**src/verilog/meta_package.sv**
```systemverilog
// ==============================
// meta_package holds the widths, reason codes
// and record formats of the discard path
// ==============================

package meta_package;

	// ==============================
	// field widths
	// ==============================

	// egress queue number
	typedef logic [2:0] queue_id_t;

	// packet length in bytes
	typedef logic [13:0] pkt_len_t;

	// discard reason code
	typedef logic [1:0] reason_t;

	// packet, byte and lost counters
	typedef logic [31:0] count_t;

	// ==============================
	// discard reasons
	// ==============================

	// error flag seen on the descriptor
	localparam reason_t REASON_ERROR = 2'd0;
	// longer than the allowed maximum
	localparam reason_t REASON_OVERSIZE = 2'd1;
	// target queue switched off
	localparam reason_t REASON_QUEUE_OFF = 2'd2;
	// code 3 is spare, never counted
	localparam int NUM_REASONS = 3;

	// arriving descriptor, 18 bits
	typedef struct packed {
		queue_id_t queue_id;
		pkt_len_t  pkt_len;
		logic      err;
	} pkt_desc_t;

	// one discard record, 19 bits
	// this is the word held in the fifo
	typedef struct packed {
		queue_id_t queue_id;
		reason_t   reason;
		pkt_len_t  pkt_len;
	} discard_info_type;

endpackage

```
**src/verilog/sfifo_ctrl.sv**
```systemverilog
// ==============================
// sfifo_ctrl keeps pointers, occupancy and
// status flags of a synchronous FIFO memory
// ==============================

`timescale 1ns/10ps

module sfifo_ctrl #(
	parameter int DEPTH_NBITS = 3
) (
	input  logic                   clk,
	input  logic                   rst_n,
	input  logic                   rd,
	input  logic                   wr,
	output logic [DEPTH_NBITS:0]   count,
	output logic                   full,
	output logic                   empty,
	output logic                   fullm1,
	output logic                   emptyp2,
	output logic [DEPTH_NBITS-1:0] rptr,
	output logic [DEPTH_NBITS-1:0] wptr
);

	// ==============================
	// occupancy thresholds
	// ==============================

	// all entries in use
	localparam logic [DEPTH_NBITS:0] CNT_FULL = {1'b1, {DEPTH_NBITS{1'b0}}};
	// one entry short of full
	localparam logic [DEPTH_NBITS:0] CNT_FULLM1 = {1'b0, {DEPTH_NBITS{1'b1}}};
	// two entries held
	localparam logic [DEPTH_NBITS:0] CNT_EMPTYP2 = (DEPTH_NBITS + 1)'(2);

	// occupancy after this edge
	logic [DEPTH_NBITS:0] ncount;

	// next count
	// simultaneous read and write leaves it alone
	always_comb begin
		case ({wr, rd})
			2'b10: begin
				ncount = count + 1'b1;
			end
			2'b01: begin
				ncount = count - 1'b1;
			end
			default: begin
				ncount = count;
			end
		endcase
	end

	// ==============================
	// pointers, count and flags
	// ==============================

	always_ff @(posedge clk or negedge rst_n) begin
		if (!rst_n) begin
			rptr    <= '0;
			wptr    <= '0;
			count   <= '0;
			full    <= 1'b0;
			empty   <= 1'b1;
			fullm1  <= 1'b0;
			emptyp2 <= 1'b0;
		end else begin
			// pointers wrap on their own, depth is a power of two
			if (rd) begin
				rptr <= rptr + 1'b1;
			end
			if (wr) begin
				wptr <= wptr + 1'b1;
			end
			count <= ncount;
			// flags registered from the next count
			full    <= (ncount == CNT_FULL);
			empty   <= (ncount == '0);
			fullm1  <= (ncount == CNT_FULLM1);
			emptyp2 <= (ncount == CNT_EMPTYP2);
		end
	end

endmodule

```
**src/verilog/sfifo_discard_info.sv**
```systemverilog
// ==============================
// sfifo_discard_info buffers discard records
// with a registered first-word output
// ==============================

`timescale 1ns/10ps

module sfifo_discard_info
	import meta_package::*;
#(
	parameter int DEPTH_NBITS = 3
) (
	input  logic                 clk,
	input  logic                 rst_n,
	input  discard_info_type     din,
	input  logic                 rd,
	input  logic                 wr,
	output logic [DEPTH_NBITS:0] count,
	output logic                 full,
	output logic                 empty,
	output discard_info_type     dout
);

	localparam int DEPTH = 1 << DEPTH_NBITS;

	// memory side status
	logic [DEPTH_NBITS:0]   ff_count;
	logic                   ff_full;
	logic                   ff_empty;
	logic                   ff_fullm1;
	logic [DEPTH_NBITS-1:0] ff_rptr;
	logic [DEPTH_NBITS-1:0] ff_wptr;
	logic                   ff_rd;
	logic                   ff_wr;
	logic                   nempty;
	discard_info_type       ff_dout;

	// record storage behind the output word
	discard_info_type fifod [DEPTH];

	// ==============================
	// output stage
	// ==============================

	// output word stays valid unless the last record leaves
	assign nempty = (wr ~^ rd) ? empty : (~wr & rd & ff_empty);

	always_ff @(posedge clk or negedge rst_n) begin
		if (!rst_n) begin
			empty <= 1'b1;
		end else begin
			empty <= nempty;
		end
	end

	// refill from memory head, else take din directly
	always_ff @(posedge clk) begin
		if ((wr & empty) | rd) begin
			dout <= (rd & ~ff_empty) ? ff_dout : din;
		end
	end

	// total occupancy includes the output word
	assign count = ff_count + {{DEPTH_NBITS{1'b0}}, ~empty};

	// memory one short of full means output word plus DEPTH-1 stored
	assign full = ff_fullm1;

	// ==============================
	// memory part
	// ==============================

	// pop memory only while it holds something
	assign ff_rd = rd & ~ff_empty;
	// bypass memory when output stage is free or drains this cycle
	assign ff_wr = wr & ~(empty | (ff_empty & rd)) & ~ff_full;

	sfifo_ctrl #(
		.DEPTH_NBITS (DEPTH_NBITS)
	) u_sfifo_ctrl (
		.clk     (clk),
		.rst_n   (rst_n),
		.rd      (ff_rd),
		.wr      (ff_wr),
		.count   (ff_count),
		.full    (ff_full),
		.empty   (ff_empty),
		.fullm1  (ff_fullm1),
		.emptyp2 (),
		.rptr    (ff_rptr),
		.wptr    (ff_wptr)
	);

	assign ff_dout = fifod[ff_rptr];

	always_ff @(posedge clk) begin
		if (ff_wr) begin
			fifod[ff_wptr] <= din;
		end
	end

endmodule

```
**src/verilog/discard_classify.sv**
```systemverilog
// ==============================
// discard_classify picks a discard reason per
// descriptor and writes the record to the FIFO
// ==============================

`timescale 1ns/10ps

module discard_classify
	import meta_package::*;
#(
	parameter int unsigned MAX_PKT_LEN = 1518
) (
	input  logic             clk,
	input  logic             rst_n,
	input  logic             desc_valid,
	input  pkt_desc_t        desc,
	input  logic [7:0]       queue_enable,
	input  logic             full,
	output logic             info_wr,
	output discard_info_type info,
	output logic             pkt_pass,
	output count_t           lost_count
);

	// length limit at field width
	localparam pkt_len_t LEN_LIMIT = pkt_len_t'(MAX_PKT_LEN);

	logic    discard;
	reason_t reason;
	// discard decided at the last edge, record waiting
	logic    disc_q;

	// ==============================
	// reason decision
	// ==============================

	// priority error, then oversize, then queue off
	always_comb begin
		discard = 1'b1;
		reason  = REASON_ERROR;
		if (desc.err) begin
			reason = REASON_ERROR;
		end else if (desc.pkt_len > LEN_LIMIT) begin
			reason = REASON_OVERSIZE;
		end else if (!queue_enable[desc.queue_id]) begin
			reason = REASON_QUEUE_OFF;
		end else begin
			// nothing wrong, forward it
			discard = 1'b0;
		end
	end

	// ==============================
	// registered outcome
	// ==============================

	always_ff @(posedge clk or negedge rst_n) begin
		if (!rst_n) begin
			disc_q     <= 1'b0;
			pkt_pass   <= 1'b0;
			lost_count <= '0;
		end else begin
			disc_q   <= desc_valid & discard;
			pkt_pass <= desc_valid & ~discard;
			// record has nowhere to go
			if (disc_q & full) begin
				lost_count <= lost_count + 1'b1;
			end
		end
	end

	// record fields
	always_ff @(posedge clk) begin
		if (desc_valid) begin
			info.queue_id <= desc.queue_id;
			info.reason   <= reason;
			info.pkt_len  <= desc.pkt_len;
		end
	end

	// full is checked in the write cycle itself
	// so the fifo never sees a write while full
	assign info_wr = disc_q & ~full;

endmodule

```
**src/verilog/discard_stats.sv**
```systemverilog
// ==============================
// discard_stats drains discard records into
// per-reason packet and byte counters
// ==============================

`timescale 1ns/10ps

module discard_stats
	import meta_package::*;
(
	input  logic             clk,
	input  logic             rst_n,
	input  logic             empty,
	input  discard_info_type info,
	input  logic             stats_hold,
	input  logic             stats_clear,
	input  reason_t          stat_sel,
	output logic             rd,
	output count_t           stat_pkts,
	output count_t           stat_bytes
);

	// one pair per counted reason
	count_t pkt_cnt [NUM_REASONS];
	count_t byte_cnt [NUM_REASONS];

	// ==============================
	// drain
	// ==============================

	// pop whenever a record is shown and the bus is free
	assign rd = ~empty & ~stats_hold;

	// ==============================
	// counters
	// ==============================

	always_ff @(posedge clk or negedge rst_n) begin
		if (!rst_n) begin
			for (int i = 0; i < NUM_REASONS; i++) begin
				pkt_cnt[i]  <= '0;
				byte_cnt[i] <= '0;
			end
		end else if (stats_clear) begin
			// clear wins, a record popped now is not counted
			for (int i = 0; i < NUM_REASONS; i++) begin
				pkt_cnt[i]  <= '0;
				byte_cnt[i] <= '0;
			end
		end else if (rd) begin
			for (int i = 0; i < NUM_REASONS; i++) begin
				if (info.reason == reason_t'(i)) begin
					pkt_cnt[i]  <= pkt_cnt[i] + 1'b1;
					byte_cnt[i] <= byte_cnt[i] + count_t'(info.pkt_len);
				end
			end
		end
	end

	// host read mux
	// spare code reads as zero
	always_comb begin
		stat_pkts  = '0;
		stat_bytes = '0;
		for (int i = 0; i < NUM_REASONS; i++) begin
			if (stat_sel == reason_t'(i)) begin
				stat_pkts  = pkt_cnt[i];
				stat_bytes = byte_cnt[i];
			end
		end
	end

endmodule

```
**src/verilog/discard_path.sv**
```systemverilog
// ==============================
// discard_path chains classify, buffer and
// account stages of discard accounting
// ==============================

`timescale 1ns/10ps

module discard_path
	import meta_package::*;
#(
	parameter int          DEPTH_NBITS = 3,
	parameter int unsigned MAX_PKT_LEN = 1518
) (
	input  logic                 clk,
	input  logic                 rst_n,
	input  logic                 desc_valid,
	input  pkt_desc_t            desc,
	input  logic [7:0]           queue_enable,
	input  logic                 stats_hold,
	input  logic                 stats_clear,
	input  reason_t              stat_sel,
	output logic                 pkt_pass,
	output count_t               stat_pkts,
	output count_t               stat_bytes,
	output count_t               lost_count,
	output logic [DEPTH_NBITS:0] fifo_level,
	output logic                 fifo_full
);

	// classify to buffer
	logic             info_wr;
	discard_info_type info;
	// buffer to account
	logic             fifo_rd;
	logic             fifo_empty;
	discard_info_type fifo_dout;

	discard_classify #(
		.MAX_PKT_LEN (MAX_PKT_LEN)
	) u_discard_classify (
		.clk          (clk),
		.rst_n        (rst_n),
		.desc_valid   (desc_valid),
		.desc         (desc),
		.queue_enable (queue_enable),
		.full         (fifo_full),
		.info_wr      (info_wr),
		.info         (info),
		.pkt_pass     (pkt_pass),
		.lost_count   (lost_count)
	);

	sfifo_discard_info #(
		.DEPTH_NBITS (DEPTH_NBITS)
	) u_sfifo_discard_info (
		.clk   (clk),
		.rst_n (rst_n),
		.din   (info),
		.rd    (fifo_rd),
		.wr    (info_wr),
		.count (fifo_level),
		.full  (fifo_full),
		.empty (fifo_empty),
		.dout  (fifo_dout)
	);

	discard_stats u_discard_stats (
		.clk         (clk),
		.rst_n       (rst_n),
		.empty       (fifo_empty),
		.info        (fifo_dout),
		.stats_hold  (stats_hold),
		.stats_clear (stats_clear),
		.stat_sel    (stat_sel),
		.rd          (fifo_rd),
		.stat_pkts   (stat_pkts),
		.stat_bytes  (stat_bytes)
	);

endmodule

```
**config.mk**
```make
export PLATFORM = sky130hd
export DESIGN_NAME = discard_path
export DESIGN_NICKNAME = d
export VERILOG_FILES = /design/src/verilog/meta_package.sv /design/src/verilog/sfifo_ctrl.sv /design/src/verilog/sfifo_discard_info.sv /design/src/verilog/discard_classify.sv /design/src/verilog/discard_stats.sv /design/src/verilog/discard_path.sv
export SDC_FILE = /design/constraint.sdc
export NUM_CORES = 1
export LEC_CHECK = 0
export ABC_AREA = 1
export BUFFER_PORTS_ARGS = -buffer_cell sky130_fd_sc_hd__buf_4
export CAP_MARGIN = 20
export CELL_PAD_IN_SITES_DETAIL_PLACEMENT = 1
export CELL_PAD_IN_SITES_GLOBAL_PLACEMENT = 2
export CORE_MARGIN = 1.5
export CORE_UTILIZATION = 39
export DETAILED_ROUTE_END_ITERATION = 8
export PLACE_DENSITY_LB_ADDON = 0.1
export SLEW_MARGIN = 20
export SYNTH_ARGS = -nofsm -noshare
export SYNTH_HDL_FRONTEND = slang
export SYNTH_HIERARCHICAL = 1
export SYNTH_SLANG_ARGS = --single-unit
```
**constraint.sdc**
```tcl
create_clock -name clk -period 3.9 [get_ports clk]
set_input_delay 1.17 -clock clk [delete_from_list [all_inputs] [get_ports clk]]
set_output_delay 1.17 -clock clk [all_outputs]
set_load 0.02 [all_outputs]
```
==> results of run 1 <==
==> state kept, by name, summed over array words and instances, names as in the netlist <==
name                                      cells
u_sfifo_discard_info/u_sfifo_ctrl/full        1
u_sfifo_discard_info/fifod                  128
u_sfifo_discard_info/empty                    1
u_discard_classify/disc_q                     1
u_discard_classify/pkt_pass                   1
u_sfifo_discard_info/u_sfifo_ctrl/empty       1
u_sfifo_discard_info/u_sfifo_ctrl/fullm1      1
u_discard_classify/lost_count                32
u_discard_stats/byte_cnt                     96
u_sfifo_discard_info/u_sfifo_ctrl/wptr        3
u_sfifo_discard_info/u_sfifo_ctrl/rptr        3
u_discard_stats/pkt_cnt                      96
u_sfifo_discard_info/u_sfifo_ctrl/count       4
u_discard_classify/info                      16
u_sfifo_discard_info/dout                    16
==> power by group <==
part | internal (mW) | total [mW] | switching (mW)
clock network | 2.95 | 4.94 | 1.99
logic | 1.24 | 4.07 | 2.84
registers | 4.88 | 5.31 | 0.431
total | 9.06 | 14.3 | 5.26
==> stage by stage <==
step	instance area (um2)	total power [mW]	util (%)	instances
after floorplan	24400	8.051	-	3347
after global placement	26370	9.321	42.65	4265
after detailed placement	26370	9.476	42.65	4265
after CTS	28120	14.49	45.48	4359
after global routing	28120	15.15	45.48	4359
final	28120	14.32	45.48	4359
==> area by class of cell <==
cell class | instances | area [um2] | share of cell area [%]
clock inverters | 25 | 334.1 | 1.188
flip-flops and latches | 400 | 10810 | 38.46
repair buffers | 165 | 1334 | 4.743
multi-input cells | 2427 | 11540 | 41.03
inverters | 436 | 1639 | 5.829
clock buffers | 69 | 1413 | 5.024
well taps | 837 | 1047 | 3.724
==> worst paths after layout <==
check | endpoint | cells after the start | start
hold reg to reg | u_discard_classify/lost_count[24] | 1 | u_discard_classify/lost_count[24]
min in group asynchronous | u_discard_stats/byte_cnt[19] | 1 | rst_n
setup / recovery | stat_bytes[11] | 7 | stat_sel[0]
setup reg to reg | u_discard_stats/byte_cnt[80] | 10 | u_sfifo_discard_info/dout[1]
max in group asynchronous | u_discard_stats/byte_cnt[59] | 2 | rst_n
hold / removal | u_discard_classify/lost_count[24] | 1 | u_discard_classify/lost_count[24]
==> per-layer routing <==
layer / vias to the layer above / global-route usage [%]
li1: 11040 / -
met1: 11440 / 36.48
met2: 360 / 46.59
met3: 109 / 3.516
met4: 0 / 6.536
met5: - / 0
==> impl_metrics.ini, run 1 <==
[routing]
drt-met1-wl_mm = 39.45
drtAntennaViolNets = 0
wl_met2_mm = 41.80
drt-pass1-iter-count = 5
wl_per_cell_um = 19.80
routed-via-count = 22950
drc = 0
drt_iter0_markers = 1198
routed-wl-met3_mm = 3.267
wl_mm = 86.30
vias_per_cell = 5.265
routed.top_layer = met4

[worst_setup_path]
cp_slowest_cell = buf_12
timing.critical_path.to_type = output pin
path_buf_inv = 4
worstPathMaxFanout = 64
worst_ep_required_time_ns = 2.73
path_class = input port to output pin
slowest_delay_ns = 0.28
crit_chain = buf_4 -> inv_1 -> nor2_4 -> buf_12 -> nand2_1 -> nand3_1 -> buf_4
arrival_ns = 2.19
crit_top_cell = buf_4
start_kind = input port
rrSetupSlack_ns = 1.21
critical_path.top_delay_family = buffers and inverters

[die]
die_y_um = 253.1
start_util_pct = 39.46
coreArea_mm2 = 0.06183
boundaryPins = 135
die_w_um = 253.1
std_cell_rows = 91
fp.dieArea_mm2 = 0.06407

[timing]
clock_skew_ns = 0.03815
fmax_mhz = 297.6
period_share_pct = 86.16
finalSetupViolCount = 0
fin_ws_ns = 0.5398
hold_viol = 0
tightest_slew_ns = 1.098
hold_ws_ns = 0.5219
grt_setup_unrepaired = no
final_max_slew_viol_count = 0
setup-tns-final_ns = 0
slew_headroom_pct = 26.77
finalCriticalPeriod_ns = 3.360

[clock_network]
clockBufferDepth = 3
insertion_delay_ns = 0.63
htree_levels = 2
post_cts_buffers = 0
cts_sinks = 400
cts-root-buf = clkbuf_16
postCtsResizedCells = 0
cts_tree = yes
clk_pin_slew_worst_paths_ns = 0.06
numCtsBuffers = 50
hold_buffers = 0

[cells_and_area]
diodes = 0
area_growth_pct = 15.25
final_cell_mix = nand2_1 (1157), inv_1 (428), nand3_1 (354), nor2_1 (316), dfrtp_1 (237)
nNetsFinal = 3570
fillers = 7770
final_common_cell = nand2_1
drive_gt1_share_pct = 9.966

[power]
power.density_mw_per_mm2 = 509.3
peakVddDrop_mv = 0.4274
leakage_nw = 13.26

[synth]
yosys_warnings = 6
synth_cells = 3347
avgSynthCellArea_um2 = 7.290
syn_area_mm2 = 0.02440
syn_nets = 3437

[place]
portBuffers = 134
dp_hpwl_mm = 64.50
dp_slack_ns = 0.5633
finalWeightedCongestion = 0.8927

[grt]
antenna_found_initial = 0
grt_max_degree = 94
grt_overflow_total = 0
grt_pass1_wl_mm = 136.0
grt_usage_pct = 27.23
grt_pass1_vias = 23870

[run_status]
status = finished, final reports clean

[run]
maxCapViolCount = 0

[worst_hold_path]
worstHoldPathType = flip-flop to flip-flop
Power figures use the tool's default switching activity.
==> run 2, diff against run 1 <==
--- a/config.mk
+++ b/config.mk
@@ -5,13 +5,13 @@
 export SDC_FILE = /design/constraint.sdc
 export NUM_CORES = 1
 export LEC_CHECK = 0
-export ABC_AREA = 1
+export ABC_AREA = 0
 export BUFFER_PORTS_ARGS = -buffer_cell sky130_fd_sc_hd__buf_4
 export CAP_MARGIN = 20
 export CELL_PAD_IN_SITES_DETAIL_PLACEMENT = 1
 export CELL_PAD_IN_SITES_GLOBAL_PLACEMENT = 2
 export CORE_MARGIN = 1.5
-export CORE_UTILIZATION = 39
+export CORE_UTILIZATION = 40
 export DETAILED_ROUTE_END_ITERATION = 8
 export PLACE_DENSITY_LB_ADDON = 0.1
 export SLEW_MARGIN = 20
==> impl_metrics.ini, run 2 <==
[run_status]
status = finished, final reports clean

[clock_network]
insertion_delay_ns = 0.60
cts_tree = yes
numCtsBuffers = 47
cts-root-buf = clkbuf_16
clockBufferDepth = 3
htree_levels = 2
hold_buffers = 0
cts_sinks = 400
post_cts_buffers = 0
postCtsResizedCells = 0
clk_pin_slew_worst_paths_ns = 0.06

[grt]
grt_pass1_wl_mm = 93.18
grt_overflow_total = 0
grt_pass1_vias = 16630
antenna_found_initial = 1
grt_usage_pct = 21.98
grt_max_degree = 78

[routing]
vias_per_cell = 5.533
drc = 0
drtAntennaViolNets = 0
routed-via-count = 15720
drt-pass1-iter-count = 5
drt_iter0_markers = 831
wl_mm = 58.77
wl_per_cell_um = 20.69

[timing]
grt_setup_unrepaired = no
clock_skew_ns = 0.02184
finalSetupViolCount = 0
finalCriticalPeriod_ns = 3.599
hold_viol = 0
tightest_slew_ns = 0.9007
setup-tns-final_ns = 0
slew_headroom_pct = 39.89
fmax_mhz = 277.9
final_max_slew_viol_count = 0
period_share_pct = 92.28

[place]
dp_hpwl_mm = 41.58
placed_cells = 2752
finalWeightedCongestion = 0.8530
portBuffers = 134

[synth]
syn_area_mm2 = 0.02107
syn_nets = 2069
yosys_warnings = 6
avgSynthCellArea_um2 = 10.65
synth_cells = 1979

[power]
leakage_nw = 10.04
peakVddDrop_mv = 0.4010
power.density_mw_per_mm2 = 527.5

[worst_setup_path]
timing.critical_path.to_type = output pin
reg2reg_to = u_discard_stats/byte_cnt[60]
worst_ep_required_time_ns = 2.73
r2r_start = u_sfifo_discard_info/dout[1]
worstPathMaxFanout = 12
rr_worst_depth = 9
rrSetupSlack_ns = 0.64
path_class = input port to output pin
arrival_ns = 2.43
start_kind = input port

[cells_and_area]
diodes = 0
nNetsFinal = 2211
top_register = u_sfifo_discard_info/fifod
stdcell_count = 2840
area_growth_pct = 17.03
top_regs = u_sfifo_discard_info/fifod: 128 flops, u_discard_stats/byte_cnt: 96 flops, u_discard_stats/pkt_cnt: 96 flops
drive_gt1_share_pct = 16.34
final_common_cell = dfrtp_1
fillers = 5600
final_cell_mix = dfrtp_1 (237), nand2_1 (213), buf_4 (171), nor2_1 (169), edfxtp_1 (160)
largest_reg_flops = 128

[die]
start_util_pct = 40.75
die_y_um = 232.5
die_w_um = 232.5
coreArea_mm2 = 0.05172
boundaryPins = 135
fp.dieArea_mm2 = 0.05407
std_cell_rows = 83

[worst_hold_path]
hold_depth = 1
worstHoldPathType = flip-flop to flip-flop
holdPathEnd = u_discard_classify/lost_count[31]
hp-start = u_discard_classify/lost_count[31]

[run]
maxCapViolCount = 0
run 2: report_power, final:
group | total, mW | switching (mW) | internal [mW]
Combinational | 3.07 | 1.81 | 1.26
Sequential | 5.28 | 0.429 | 4.85
Clock | 4.67 | 1.81 | 2.86
run 2: worst max-delay path, cell delays in order:
cell and delay [ns]:
buf_4 0.25, buf_12 0.20, mux2i_1 0.08, o21ai_0 0.46, buf_4 0.24
run 2: area by class of cell:
cell class	count	area, um2	share of cell area (%)
Tap cell	680	850.8	3.450
Clock buffer	69	1380	5.596
Clock inverter	19	287.8	1.167
Timing Repair Buffer	181	1470	5.961
Multi-Input combinational cell	1452	9714	39.39
Sequential cell	400	10810	43.85
Inverter	39	146.4	0.5935
run 2: through the flow:
stage | power (mW) | setup slack, ns | hold WS, ns | util (%) | cell area (um2)
after CTS | 13.22 | 0.3231 | 0.4779 | 47.69 | 24660
after global placement | 8.348 | 0.3469 | 0.4617 | 44.45 | 22990
after global routing | 13.67 | 0.2751 | 0.4838 | 47.69 | 24660
final | 13.01 | 0.3012 | 0.4735 | 47.69 | 24660
after floorplan | 7.468 | 0.1281 | 0.4588 | - | 21070
after detailed placement | 8.468 | 0.3246 | 0.4655 | 44.46 | 23000
run 2: how the worst max path moves through the flow:
stage	startpoint	endpoint	slack, ns	depth (start not counted)
floorplan	stat_sel[0]	stat_bytes[12]	0.13	4
global placement	stat_sel[0]	stat_bytes[12]	0.35	5
detailed placement	stat_sel[0]	stat_bytes[13]	0.32	5
CTS	stat_sel[0]	stat_bytes[13]	0.32	5
global route	stat_sel[0]	stat_bytes[13]	0.28	5
finish	stat_sel[0]	stat_bytes[12]	0.30	5
run 2: per-layer routing:
| layer | vias to the layer above | part of all wire (%) | global-route usage (%) | routed length, um |
|---|---|---|---|---|
| met5 | - | 0.019 | 0 | 11 |
| li1 | 7463 | - | - | - |
| met4 | 2 | 2.4 | 6.552 | 1418 |
| met1 | 7959 | 44 | 27.90 | 25860 |
| met3 | 93 | 2.6 | 2.745 | 1510 |
| met2 | 198 | 51 | 38.97 | 29970 |
